<file path="src/logic/c1Pkg.sv">
package c1Pkg;

	// One sampled 68000 bus state, upper address lines only
	typedef struct packed {
		logic [6:0] addr;	// A23..A17
		logic rw;	// 1 = read
		logic nAs;
		logic nLds;
		logic nUds;
	} cpuBus_t;

	// Active-low chip outputs, pairs are {upper, lower}
	typedef struct packed {
		logic [1:0] nRomOe;
		logic [1:0] nPortOe;
		logic [1:0] nPortWe;
		logic nPortAdrs;
		logic [1:0] nWr;	// Work RAM read
		logic [1:0] nWw;	// Work RAM write
		logic [1:0] nSromOe;
		logic [1:0] nSramOe;
		logic [1:0] nSramWe;
		logic nLspOe;	// Video controller
		logic nLspWe;
		logic nCrdo;
		logic nCrdw;
		logic nCrdc;
		logic nPal;
		logic [1:0] nDipRd;	// Index is the DIP bank number
		logic [1:0] nBitW;	// Index is the latch number
		logic nCtrl1Zone;
		logic nCtrl2Zone;
		logic nStatusBZone;
	} memStrobes_t;

	typedef enum logic [3:0] {
		ZONE_NONE = 4'd0,
		ZONE_ROM = 4'd1,
		ZONE_WRAM = 4'd2,
		ZONE_PORT = 4'd3,
		ZONE_IO = 4'd4,
		ZONE_PAL = 4'd5,
		ZONE_CARD = 4'd6,
		ZONE_SROM = 4'd7,
		ZONE_SRAM = 4'd8
	} zone_t;

	typedef enum logic [2:0] {
		REG_NONE = 3'd0,
		REG_CTRL1 = 3'd1,
		REG_ICOM = 3'd2,
		REG_CTRL2 = 3'd3,
		REG_STATUSB = 3'd4
	} regSel_t;

	typedef enum logic [1:0] {
		WAIT_IDLE = 2'd0,
		WAIT_COUNT = 2'd1,
		WAIT_PORT = 2'd2,
		WAIT_ACK = 2'd3
	} waitState_t;

endpackage
</file>
<file path="src/logic/neoC1.sv">
`timescale 1ns/100ps

module neoC1 #(
	parameter logic consoleMode = 1'b1,	// 1 = arcade board
	parameter logic [1:0] cardWait = 2'd2
) (
	input logic clk68k,
	input logic rst,
	input c1Pkg::cpuBus_t cpuBus,
	input logic [7:0] cpuData,
	input logic nRomWait,
	input logic nPWait0,
	input logic nPWait1,
	input logic pDtack,
	input logic nCd1,
	input logic nCd2,
	input logic nWp,
	input logic [7:0] p1In,
	input logic [7:0] p2In,
	input logic [7:0] sdd,
	output c1Pkg::memStrobes_t strobes,
	output logic [7:0] dataOut,
	output logic dataOe,
	output logic [7:0] soundCode,
	output logic nSdw,
	output logic nDtack
);
	import c1Pkg::*;

	zone_t zone;
	regSel_t regSel;

	c1Decode decode (
		.bus(cpuBus),
		.strobes(strobes),
		.zone(zone),
		.regSel(regSel)
	);

	c1Regs #(
		.consoleMode(consoleMode)
	) regs (
		.clk68k(clk68k),
		.rst(rst),
		.rw(cpuBus.rw),
		.nAs(cpuBus.nAs),
		.regSel(regSel),
		.cpuData(cpuData),
		.p1In(p1In),
		.p2In(p2In),
		.sdd(sdd),
		.nCd1(nCd1),
		.nCd2(nCd2),
		.nWp(nWp),
		.dataOut(dataOut),
		.dataOe(dataOe),
		.soundCode(soundCode),
		.nSdw(nSdw)
	);

	c1Wait #(
		.cardWait(cardWait)
	) waitGen (
		.clk68k(clk68k),
		.rst(rst),
		.nAs(cpuBus.nAs),
		.zone(zone),
		.nRomWait(nRomWait),
		.nPWait0(nPWait0),
		.nPWait1(nPWait1),
		.pDtack(pDtack),
		.nDtack(nDtack)
	);

endmodule

</file>
<file path="src/logic/c1Regs.sv">
`timescale 1ns/100ps

module c1Regs #(
	parameter logic consoleMode = 1'b1
) (
	input logic clk68k,
	input logic rst,
	input logic rw,
	input logic nAs,
	input c1Pkg::regSel_t regSel,
	input logic [7:0] cpuData,
	input logic [7:0] p1In,
	input logic [7:0] p2In,
	input logic [7:0] sdd,
	input logic nCd1,
	input logic nCd2,
	input logic nWp,
	output logic [7:0] dataOut,
	output logic dataOe,
	output logic [7:0] soundCode,
	output logic nSdw
);
	import c1Pkg::*;

	logic nAsPrev;
	logic cycStart;

	// Read mux for the even-byte registers
	always_comb begin
		case (regSel)
			REG_CTRL1: dataOut = p1In;
			REG_CTRL2: dataOut = p2In;
			REG_ICOM: dataOut = sdd;	// Sound CPU reply
			REG_STATUSB: dataOut = {consoleMode, nWp, nCd2, nCd1, 4'hF};
			default: dataOut = 8'h00;
		endcase
	end

	assign dataOe = rw & (regSel != REG_NONE);

	// Only the first low sample of nAs starts a command write
	assign cycStart = nAsPrev & ~nAs;

	always_ff @(posedge clk68k) begin
		if (rst) begin
			nAsPrev <= 1'b1;
			soundCode <= 8'h00;
			nSdw <= 1'b1;
		end else begin
			nAsPrev <= nAs;
			nSdw <= 1'b1;
			if (cycStart && !rw && regSel == REG_ICOM) begin
				soundCode <= cpuData;
				nSdw <= 1'b0;	// One-cycle pulse to the sound side
			end
		end
	end

endmodule

</file>
<file path="src/logic/c1Wait.sv">
`timescale 1ns/100ps

module c1Wait #(
	parameter logic [1:0] cardWait = 2'd2
) (
	input logic clk68k,
	input logic rst,
	input logic nAs,
	input c1Pkg::zone_t zone,
	input logic nRomWait,
	input logic nPWait0,
	input logic nPWait1,
	input logic pDtack,
	output logic nDtack
);
	import c1Pkg::*;

	waitState_t state;
	logic [1:0] waitCnt;
	logic [1:0] zoneWait;

	// Extra wait states per zone
	always_comb begin
		case (zone)
			ZONE_ROM: zoneWait = {1'b0, ~nRomWait};
			ZONE_PORT: zoneWait = {~nPWait1, ~nPWait0};
			ZONE_CARD: zoneWait = cardWait;
			default: zoneWait = 2'd0;
		endcase
	end

	always_ff @(posedge clk68k) begin
		if (rst) begin
			state <= WAIT_IDLE;
			waitCnt <= 2'd0;
		end else if (nAs) begin
			state <= WAIT_IDLE;	// Cycle over, release DTACK
		end else begin
			case (state)
				WAIT_IDLE: begin
					waitCnt <= zoneWait;	// First edge with nAs low
					state <= WAIT_COUNT;
				end
				WAIT_COUNT: begin
					if (waitCnt != 2'd0) begin
						waitCnt <= waitCnt - 2'd1;
					end else if (zone == ZONE_PORT && !pDtack) begin
						state <= WAIT_PORT;	// Slot still busy
					end else begin
						state <= WAIT_ACK;
					end
				end
				WAIT_PORT: begin
					if (pDtack)
						state <= WAIT_ACK;
				end
				default: state <= WAIT_ACK;	// Hold until nAs rises
			endcase
		end
	end

	assign nDtack = (state != WAIT_ACK);

endmodule

</file>
<file path="src/logic/c1Decode.sv">
`timescale 1ns/100ps

module c1Decode (
	input c1Pkg::cpuBus_t bus,
	output c1Pkg::memStrobes_t strobes,
	output c1Pkg::zone_t zone,
	output c1Pkg::regSel_t regSel
);
	import c1Pkg::*;

	logic [1:0] bSel;	// {upper, lower} byte lanes
	logic [2:0] sub;	// A19..A17 inside the IO zone
	logic rd;
	logic wr;
	logic word;
	logic ioHit;
	logic evenIo;
	logic oddIo;

	// Active-low pair from a zone hit and the byte lanes
	function automatic logic [1:0] pairStrobe(input logic hit, input logic [1:0] sel);
		return ~({2{hit}} & sel);
	endfunction

	assign bSel = {~bus.nUds, ~bus.nLds};
	assign sub = bus.addr[2:0];
	assign rd = bus.rw;
	assign wr = ~bus.rw;
	assign word = &bSel;

	// Megabyte regions from A23..A20
	always_comb begin
		zone = ZONE_NONE;
		if (!bus.nAs) begin
			case (bus.addr[6:3])
				4'h0: zone = ZONE_ROM;
				4'h1: zone = ZONE_WRAM;
				4'h2: zone = ZONE_PORT;
				4'h3: zone = ZONE_IO;
				4'h4, 4'h5, 4'h6, 4'h7: zone = ZONE_PAL;
				4'h8, 4'h9, 4'hA, 4'hB: zone = ZONE_CARD;
				4'hC: zone = ZONE_SROM;
				4'hD: zone = ZONE_SRAM;
				default: zone = ZONE_NONE;	// E and F are open bus
			endcase
		end
	end

	assign ioHit = (zone == ZONE_IO);
	assign evenIo = ioHit & bSel[1];
	assign oddIo = ioHit & bSel[0];

	// Even-byte I/O registers
	always_comb begin
		regSel = REG_NONE;
		if (evenIo) begin
			case (sub)
				3'd0: regSel = rd ? REG_CTRL1 : REG_NONE;
				3'd1: regSel = REG_ICOM;	// Read reply or write command
				3'd2, 3'd3: regSel = rd ? REG_CTRL2 : REG_NONE;
				3'd4: regSel = rd ? REG_STATUSB : REG_NONE;
				default: regSel = REG_NONE;
			endcase
		end
	end

	always_comb begin
		strobes = '1;

		strobes.nRomOe = pairStrobe(rd && zone == ZONE_ROM, bSel);
		strobes.nWr = pairStrobe(rd && zone == ZONE_WRAM, bSel);
		strobes.nWw = pairStrobe(wr && zone == ZONE_WRAM, bSel);
		strobes.nPortOe = pairStrobe(rd && zone == ZONE_PORT, bSel);
		strobes.nPortWe = pairStrobe(wr && zone == ZONE_PORT, bSel);
		strobes.nPortAdrs = ~((zone == ZONE_PORT) & |bSel);
		strobes.nSromOe = pairStrobe(rd && zone == ZONE_SROM, bSel);
		strobes.nSramOe = pairStrobe(rd && zone == ZONE_SRAM, bSel);
		strobes.nSramWe = pairStrobe(wr && zone == ZONE_SRAM, bSel);

		strobes.nPal = ~(zone == ZONE_PAL);

		// Card and video controller only take word accesses
		strobes.nCrdo = ~(rd & word & (zone == ZONE_CARD));
		strobes.nCrdw = ~(wr & word & (zone == ZONE_CARD));
		strobes.nCrdc = strobes.nCrdo & strobes.nCrdw;
		strobes.nLspOe = ~(rd & word & ioHit & (sub == 3'd6));
		strobes.nLspWe = ~(wr & word & ioHit & (sub == 3'd6));

		strobes.nCtrl1Zone = ~(regSel == REG_CTRL1);
		strobes.nCtrl2Zone = ~(regSel == REG_CTRL2);
		strobes.nStatusBZone = ~(regSel == REG_STATUSB);

		strobes.nDipRd[0] = ~(oddIo & rd & (sub == 3'd0));
		strobes.nDipRd[1] = ~(oddIo & rd & (sub == 3'd1));
		strobes.nBitW[0] = ~(oddIo & wr & (sub == 3'd4));
		strobes.nBitW[1] = ~(oddIo & wr & (sub == 3'd5));
	end

endmodule

</file>
<file path="config.mk">
export PLATFORM = sky130hd
export DESIGN_NAME = neoC1
export DESIGN_NICKNAME = d
export VERILOG_FILES = /design/src/logic/c1Pkg.sv /design/src/logic/neoC1.sv /design/src/logic/c1Regs.sv /design/src/logic/c1Wait.sv /design/src/logic/c1Decode.sv
export SDC_FILE = /design/constraint.sdc
export NUM_CORES = 1
export LEC_CHECK = 0
export BUFFER_PORTS_ARGS = -buffer_cell sky130_fd_sc_hd__buf_2
export CORE_MARGIN = 1.5
export CORE_UTILIZATION = 30
export CTS_CLUSTER_DIAMETER = 120
export DETAILED_ROUTE_END_ITERATION = 16
export GPL_ROUTABILITY_DRIVEN = 0
export REMOVE_ABC_BUFFERS = 1
export SETUP_SLACK_MARGIN = 0.15
export SYNTH_ARGS = -nofsm -noshare
export SYNTH_HDL_FRONTEND = slang
export SYNTH_HIERARCHICAL = 1
export SYNTH_SLANG_ARGS = --single-unit
</file>
<file path="constraint.sdc">
create_clock -name clk68k -period 5 [get_ports clk68k]
set_input_delay 0.5 -clock clk68k [delete_from_list [all_inputs] [get_ports clk68k]]
set_output_delay 0.5 -clock clk68k [all_outputs]
set_load 0.02 [all_outputs]
</file>
==> impl_metrics.prom, run 1 <==
# TYPE chip_impl_metric gauge
chip_impl_info{name="status",value="finished clean"} 1
chip_impl_metric{name="num_vias",unit=""} 1770
chip_impl_metric{name="cts_made_buffers",unit=""} 3
chip_impl_metric{name="yosysSeqAreaShare",unit="%"} 17.8
chip_impl_metric{name="standard_cell_row_count",unit=""} 26
chip_impl_info{name="cts_tree",value="yes"} 1
chip_impl_metric{name="post_cts_buffers",unit=""} 0
chip_impl_metric{name="cts_buffer_depth",unit=""} 2
chip_impl_metric{name="gr-total-overflow",unit=""} 0
chip_impl_info{name="primary_ff_master_synth",value="dfxtp_1"} 1
chip_impl_metric{name="crit_path_max_cell_delay",unit="ns"} 0.89
chip_impl_metric{name="layout_worst_path_cycle_share",unit="%"} 76.7
chip_impl_metric{name="design.core.area",unit="µm²"} 5070
chip_impl_metric{name="pwr-share-comb",unit="%"} 30.7
chip_impl_metric{name="post_cts_resized",unit=""} 0
chip_impl_metric{name="maximum_number_of_pins_on_one_net_before_global_route_repair",unit=""} 24
chip_impl_metric{name="globalRouteMet3Util",unit="%"} 1.19
chip_impl_metric{name="measured_slew_at_the_worst_slew_check_pin",unit="ns"} 0.924
chip_impl_metric{name="synth-edff-count",unit=""} 0
chip_impl_metric{name="timing.setup.tns",unit="ns"} 0
chip_impl_metric{name="grt_pass1_wl",unit="µm"} 6400
chip_impl_metric{name="report.final.hold_viol_count",unit=""} 0
chip_impl_metric{name="area.sequential",unit="µm²"} 280
chip_impl_metric{name="nets",unit=""} 345
chip_impl_metric{name="boundaryPins",unit=""} 101
chip_impl_metric{name="avgRoutedWirePerCell",unit="µm"} 11.9
chip_impl_metric{name="vias_in_the_first_global_route",unit=""} 1509
chip_impl_metric{name="final.fill_count",unit=""} 562
chip_impl_metric{name="design_power_total",unit="µW"} 324
chip_impl_metric{name="worst-endpoint-arrival",unit="ns"} 3.34
chip_impl_metric{name="dr.pass1.iters",unit=""} 4
chip_impl_metric{name="detail_route.drc_violations",unit=""} 0
chip_impl_metric{name="timing.clock.skew",unit="ns"} 0.00164
chip_impl_info{name="layout.cells.most_common",value="buf_2"} 1
chip_impl_metric{name="final.min_clock_period",unit="ns"} 3.84
chip_impl_metric{name="ys_warn_count",unit=""} 6
chip_impl_info{name="global_route.peak_usage_layer",value="met2"} 1
chip_impl_metric{name="vias_per_cell",unit=""} 4.94
chip_impl_metric{name="clock-sinks",unit=""} 14
chip_impl_metric{name="grtUsageMet2",unit="%"} 24.9
chip_impl_metric{name="cts.htree.levels",unit=""} 1
chip_impl_metric{name="chipHeight",unit="µm"} 75.5
chip_impl_metric{name="count_of_buffers_inserted_at_the_top_level_ports",unit=""} 100
chip_impl_info{name="clock-root-buffer",value="clkbuf_8"} 1
chip_impl_metric{name="die_area",unit="µm²"} 5700
chip_impl_metric{name="post_detailed_routing_wire_length",unit="µm"} 4250
chip_impl_info{name="critPathCaptureType",value="output pin"} 1
chip_impl_info{name="crit_path_cell_trace",value="buf_2 -> inv_1 -> ha_1 -> nand2b_1 -> a311oi_4 -> and3_1 -> nor3b_4 -> a31oi_1 -> o21ai_0 -> buf_2"} 1
chip_impl_info{name="timing.critical_path.mode_cell",value="buf_2"} 1
chip_impl_metric{name="maxCapViolations",unit=""} 0
chip_impl_metric{name="crit_fanout",unit=""} 19
chip_impl_info{name="mostFrequentLayoutCells",value="buf_2 (100), nand2b_1 (21), nand2_1 (20)"} 1
chip_impl_metric{name="net-switching-power",unit="µW"} 97.0
chip_impl_metric{name="power_report.internal_total",unit="µW"} 227
chip_impl_metric{name="initial_utilization",unit="%"} 31.1
chip_impl_info{name="crit_path_start_kind",value="input pin"} 1
chip_impl_metric{name="power_density",unit="nW/µm²"} 150
chip_impl_metric{name="postSynthRegisterBits",unit=""} 14
chip_impl_metric{name="synth_cell_types",unit=""} 52
chip_impl_metric{name="proportion_of_power_drawn_by_the_clock_network",unit="%"} 33.3
chip_impl_metric{name="critPathRequiredTime",unit="ns"} 4.50
chip_impl_metric{name="power_frac_seq",unit="%"} 36.0
chip_impl_metric{name="antenna_cells_inserted",unit=""} 0
chip_impl_metric{name="combined_global_route_utilization_of_all_metal_layers",unit="%"} 13.8
chip_impl_metric{name="p_leak",unit="µW"} 0.000845
chip_impl_metric{name="area.growth.synth_to_final",unit="%"} 37.3
chip_impl_metric{name="antenna_found_initial",unit=""} 0
chip_impl_metric{name="finalMaxSlewViolations",unit=""} 0
chip_impl_metric{name="global_route.usage.met1",unit="%"} 17.8
chip_impl_metric{name="postRouteAntennaNets",unit=""} 0
chip_impl_metric{name="maxSlewHeadroom",unit="%"} 38.4
chip_impl_metric{name="worst-r2r-setup-slack",unit="ns"} 3.67
chip_impl_metric{name="post_synth.cell_area_avg",unit="µm²"} 8.17
chip_impl_metric{name="drive_gt1_share",unit="%"} 41.7
chip_impl_metric{name="hpwlAfterDp",unit="µm"} 3300
chip_impl_metric{name="irDropWorstVdd",unit="mV"} 0.0628
chip_impl_metric{name="report.final.setup_viol",unit=""} 0
chip_impl_metric{name="die_x_extent",unit="µm"} 75.5
chip_impl_metric{name="netlist_area",unit="µm²"} 1580
chip_impl_metric{name="detailedRoute.firstIterationViolations",unit=""} 38
chip_impl_metric{name="sw_frac_of_total",unit="%"} 29.9
chip_impl_info{name="type_of_the_setup_path_with_the_least_slack",value="input pin to output pin"} 1
chip_impl_metric{name="synthCells",unit=""} 193
chip_impl_info{name="worst_path_max_delay_cell",value="and3_1"} 1
chip_impl_info{name="min_path_type",value="register to register"} 1
chip_impl_metric{name="synth_async_sr_flop_share",unit="%"} 0
chip_impl_metric{name="fmax",unit="MHz"} 261
chip_impl_info{name="grt_setup_unrepaired",value="no"} 1
chip_impl_metric{name="reg_clk_slew_reported_paths",unit="ns"} 0.06
chip_impl_metric{name="area_occupied_by_multi_input_gates",unit="µm²"} 1210
chip_impl_metric{name="worst_skew_pair.late_latency",unit="ns"} 0.24
chip_impl_metric{name="cts_hold_buffers",unit=""} 0
worst max-delay path: cells and delay by family:
kind | cells | cell delay (ns)
compound gates | 3 | 1.00
fa+ha+maj | 1 | 0.27
buf+inv | 3 | 0.39
simple gates | 3 | 1.17
sequential cells by signal, indices dropped and copies added (netlist names):
signal / count
waitGen/state: 2
regs/nSdw: 1
regs/nAsPrev: 1
regs/soundCode: 8
waitGen/waitCnt: 2
cell type report:
type | count | area share, %
inverters | 6 | 1.04
multi-input cells | 163 | 56.0
repair buffers | 101 | 23.5
well taps | 70 | 4.04
flip-flops and latches | 14 | 12.9
clock buffers | 4 | 2.54
synth_stat cells, types with 3 or more instances:
library cell / number / area [µm²]
nand2_1: 20 / 75.1
nor2b_1: 4 / 25.0
nor2_1: 9 / 33.8
o21ai_0: 9 / 45.0
nor3_1: 8 / 40.0
nand4_1: 9 / 56.3
nand4bb_1: 3 / 33.8
dfxtp_1: 14 / 280
nand3_1: 6 / 30.0
ha_1: 4 / 50.1
mux2i_1: 17 / 170
a32oi_1: 3 / 26.3
nand2b_1: 21 / 131
inv_1: 6 / 22.5
a31oi_1: 5 / 31.3
a21oi_1: 5 / 25.0
path summary, 6_finish.rpt:
check,start,to,depth (start not counted)
min reg2reg,regs/soundCode[1],regs/soundCode[1],2
max,cpuBus[7],dataOut[3],10
max reg2reg,waitGen/waitCnt[0],waitGen/waitCnt[1],5
min,regs/soundCode[1],regs/soundCode[1],2
logic make-up (layout without fill, tap and decap cells):
logic type                 count (synthesis)  in the layout  synth area share, %
buffers and inverters                     16            111                 5.39
and+or+nand+nor                          104            104                 42.9
AOI/OAI and AO/OA                         38             38                 20.0
DFF                                       14             14                 17.8
muxes                                     17             17                 10.8
adders and majority gates                  4              4                 3.17
per-stage QoR:
step                      setup WS (ns)  std cells  hold slack (ns)  instance area (µm²)  util [%]
after floorplan                    1.64        183            0.511                 1520         -
after global placement             1.20        354            0.459                 2110      41.6
after detailed placement           1.15        354            0.465                 2110      41.6
after CTS                          1.14        358            0.475                 2170      42.7
after global routing              0.854        358            0.492                 2170      42.7
final                              1.16        358            0.471                 2170      42.7
per-layer routing:
layer  vias up  wire (µm)  part of all wire [%]
met4         0         19                  0.45
met3         2        283                   6.7
met1       788       1940                    46
li1        906          -                     -
met5         -          0                     0
met2        74       2000                    47
power groups by stage:
| stage | Combinational (µW) | Clock [µW] | Sequential (µW) |
|---|---|---|---|
| after CTS | 99.8 | 113 | 117 |
| after floorplan | 54.7 | 0 | 119 |
| after detailed placement | 99.5 | 0 | 119 |
| after global placement | 98.3 | 0 | 119 |
| after global routing | 111 | 118 | 117 |
| final | 99.3 | 108 | 117 |
Note: power is estimated with default switching activity, not from simulation.
==> run 2, diff against run 1 <==
==> constraint.sdc (replaced) <==
create_clock -name clk68k -period 3.1 [get_ports clk68k]
set_input_delay 0.31 -clock clk68k [delete_from_list [all_inputs] [get_ports clk68k]]
set_output_delay 0.31 -clock clk68k [all_outputs]
set_load 0.02 [all_outputs]
==> impl_metrics.prom, run 2 (synthesis results as in run 1) <==
# TYPE chip_impl_metric gauge
chip_impl_info{name="status",value="finished clean"} 1
chip_impl_metric{name="cts_buffer_depth",unit=""} 2
chip_impl_metric{name="hpwlAfterDp",unit="µm"} 3400
chip_impl_metric{name="report.final.hold_viol_count",unit=""} 0
chip_impl_metric{name="p_leak",unit="µW"} 0.000893
chip_impl_metric{name="initial_utilization",unit="%"} 31.1
chip_impl_metric{name="cts_made_buffers",unit=""} 3
chip_impl_info{name="grt_setup_unrepaired",value="yes"} 1
chip_impl_metric{name="vias_in_the_first_global_route",unit=""} 1551
chip_impl_metric{name="die_x_extent",unit="µm"} 75.5
chip_impl_metric{name="worst_hold_path.num_cells",unit=""} 3
chip_impl_metric{name="design.core.area",unit="µm²"} 5070
chip_impl_metric{name="count_of_buffers_inserted_at_the_top_level_ports",unit=""} 100
chip_impl_metric{name="design_power_total",unit="µW"} 497
chip_impl_metric{name="crit_fanout",unit=""} 7
chip_impl_metric{name="detail_route.drc_violations",unit=""} 0
chip_impl_metric{name="irDropWorstVdd",unit="mV"} 0.104
chip_impl_metric{name="clock-sinks",unit=""} 14
chip_impl_metric{name="standard_cell_row_count",unit=""} 26
chip_impl_metric{name="crit_path_max_cell_delay",unit="ns"} 0.36
chip_impl_metric{name="detailedRoute.firstIterationViolations",unit=""} 31
chip_impl_metric{name="area.growth.synth_to_final",unit="%"} 41.7
chip_impl_metric{name="combined_global_route_utilization_of_all_metal_layers",unit="%"} 14.6
chip_impl_metric{name="fmax",unit="MHz"} 368
chip_impl_metric{name="timing.setup.tns",unit="ns"} 0
chip_impl_metric{name="die_area",unit="µm²"} 5700
chip_impl_metric{name="power_density",unit="nW/µm²"} 222
chip_impl_metric{name="dr.pass1.iters",unit=""} 4
chip_impl_info{name="layout.cells.most_common",value="buf_2"} 1
chip_impl_info{name="type_of_the_setup_path_with_the_least_slack",value="input pin to output pin"} 1
chip_impl_metric{name="post_detailed_routing_wire_length",unit="µm"} 4280
chip_impl_metric{name="critPathRequiredTime",unit="ns"} 2.79
chip_impl_info{name="min_path_type",value="input pin to register"} 1
chip_impl_metric{name="worst_skew_pair.late_latency",unit="ns"} 0.24
chip_impl_metric{name="grt_pass1_wl",unit="µm"} 6710
chip_impl_metric{name="final.min_clock_period",unit="ns"} 2.71
chip_impl_metric{name="vias_per_cell",unit=""} 4.93
chip_impl_metric{name="maximum_number_of_pins_on_one_net_before_global_route_repair",unit=""} 24
chip_impl_metric{name="gr-total-overflow",unit=""} 0
chip_impl_metric{name="cts_hold_buffers",unit=""} 0
chip_impl_info{name="mostFrequentLayoutCells",value="buf_2 (100), nand2b_1 (21), nand2_1 (20)"} 1
chip_impl_info{name="clock-root-buffer",value="clkbuf_8"} 1
chip_impl_metric{name="area_occupied_by_multi_input_gates",unit="µm²"} 1220
chip_impl_metric{name="worst-r2r-cell-count",unit=""} 5
chip_impl_info{name="cts_tree",value="yes"} 1
chip_impl_metric{name="timing.clock.skew",unit="ns"} 0.00348
chip_impl_metric{name="finish.cell_count_without_fillers",unit=""} 367
chip_impl_metric{name="layout_worst_path_cycle_share",unit="%"} 87.6
chip_impl_metric{name="finalMaxSlewViolations",unit=""} 0
chip_impl_metric{name="antenna_cells_inserted",unit=""} 0
chip_impl_metric{name="cts.htree.levels",unit=""} 1
chip_impl_metric{name="largest_reg_flops",unit=""} 8
chip_impl_info{name="crit_path_start_kind",value="input pin"} 1
chip_impl_info{name="crit_path_cell_trace",value="buf_2 -> inv_1 -> ha_1 -> nor4b_2 -> or3_1 -> and4_1 -> nor3b_4 -> buf_4 -> a31oi_1 -> o21ai_0 -> buf_2"} 1
chip_impl_metric{name="antenna_found_initial",unit=""} 0
chip_impl_metric{name="final.fill_count",unit=""} 532
chip_impl_metric{name="report.final.setup_viol",unit=""} 0
chip_impl_info{name="timing.critical_path.mode_cell",value="buf_2"} 1
chip_impl_info{name="critPathCaptureType",value="output pin"} 1
chip_impl_metric{name="reg_clk_slew_reported_paths",unit="ns"} 0.05
chip_impl_metric{name="dpl.cell_count",unit=""} 361
chip_impl_metric{name="worst-endpoint-arrival",unit="ns"} 2.40
chip_impl_metric{name="maxCapViolations",unit=""} 0
chip_impl_metric{name="postRouteAntennaNets",unit=""} 0
chip_impl_info{name="worst_path_max_delay_cell",value="ha_1"} 1
chip_impl_info{name="largest_registers",value="regs/soundCode: 8 flops, waitGen/state: 2 flops, waitGen/waitCnt: 2 flops"} 1
chip_impl_metric{name="maxSlewHeadroom",unit="%"} 66.0
chip_impl_metric{name="boundaryPins",unit=""} 101
chip_impl_metric{name="num_vias",unit=""} 1810
chip_impl_metric{name="measured_slew_at_the_worst_slew_check_pin",unit="ns"} 0.507
chip_impl_metric{name="drive_gt1_share",unit="%"} 44.1
chip_impl_metric{name="avgRoutedWirePerCell",unit="µm"} 11.7
chip_impl_metric{name="nets",unit=""} 355
chip_impl_metric{name="area.sequential",unit="µm²"} 280
chip_impl_info{name="regMostFlops",value="regs/soundCode"} 1
chip_impl_metric{name="chipHeight",unit="µm"} 75.5
run 2: changes by cell type in the layout (fill, tap and decap cells not counted):
cell / delta
buf_4: +10
clkbuf_8: -1
nor2_1: -1
nor2_2: +1
nor4b_1: -1
nor4b_2: +1
run 2: critical path: cells and delay by family:
kind	cells	cell delay, ns
and+or+nand+nor	4	1.00
AOI/OAI and AO/OA	2	0.12
buffers and inverters	4	0.59
adders and majority gates	1	0.36
run 2: metal layers:
metal / wire (µm) / track usage (%) / vias up
met4: 27 / 4.96 / 0
met2: 2020 / 25.7 / 77
met3: 312 / 2.38 / 2
li1: - / - / 928
met1: 1920 / 18.1 / 803
met5: 0 / 0 / -
run 2: area by class of cell:
type | count | area share, %
inverters | 6 | 1.01
flip-flops and latches | 14 | 12.5
repair buffers | 111 | 26.1
multi-input cells | 163 | 54.6
clock buffers | 3 | 1.85
well taps | 70 | 3.92
run 2: final timing paths:
check	start	to	slack (ns)
worst min register to register	regs/soundCode[4]	regs/soundCode[4]	0.47
worst min-delay path	pDtack	waitGen/state[0]	0.32
worst max-delay path	cpuBus[7]	dataOut[3]	0.39
worst max register to register	waitGen/waitCnt[0]	waitGen/waitCnt[1]	1.81
run 2: what timing repair did:
action                     in CTS  in global routing
buffers inserted                0                  3
resized for setup               0                  2
setup endpoints to repair       0                  8
run 2: power breakdown:
part	leakage [µW]	switching (µW)	total (µW)	internal, µW
logic	0.000758	91.7	168	75.8
registers	0.000114	3.74	188	184
clock network	0.0000216	56.0	142	85.5
total	0.000893	151	497	346
run 2: stage by stage:
stage,hold WS [ns],util [%],setup slack (ns),instance area (µm²)
floorplan,0.375,-,0.115,1520
global placement,0.457,42.6,0.238,2160
detailed placement,0.468,42.6,0.234,2160
CTS,0.307,43.4,0.212,2200
global route,0.328,44.1,0.120,2240
finish,0.315,44.1,0.385,2240
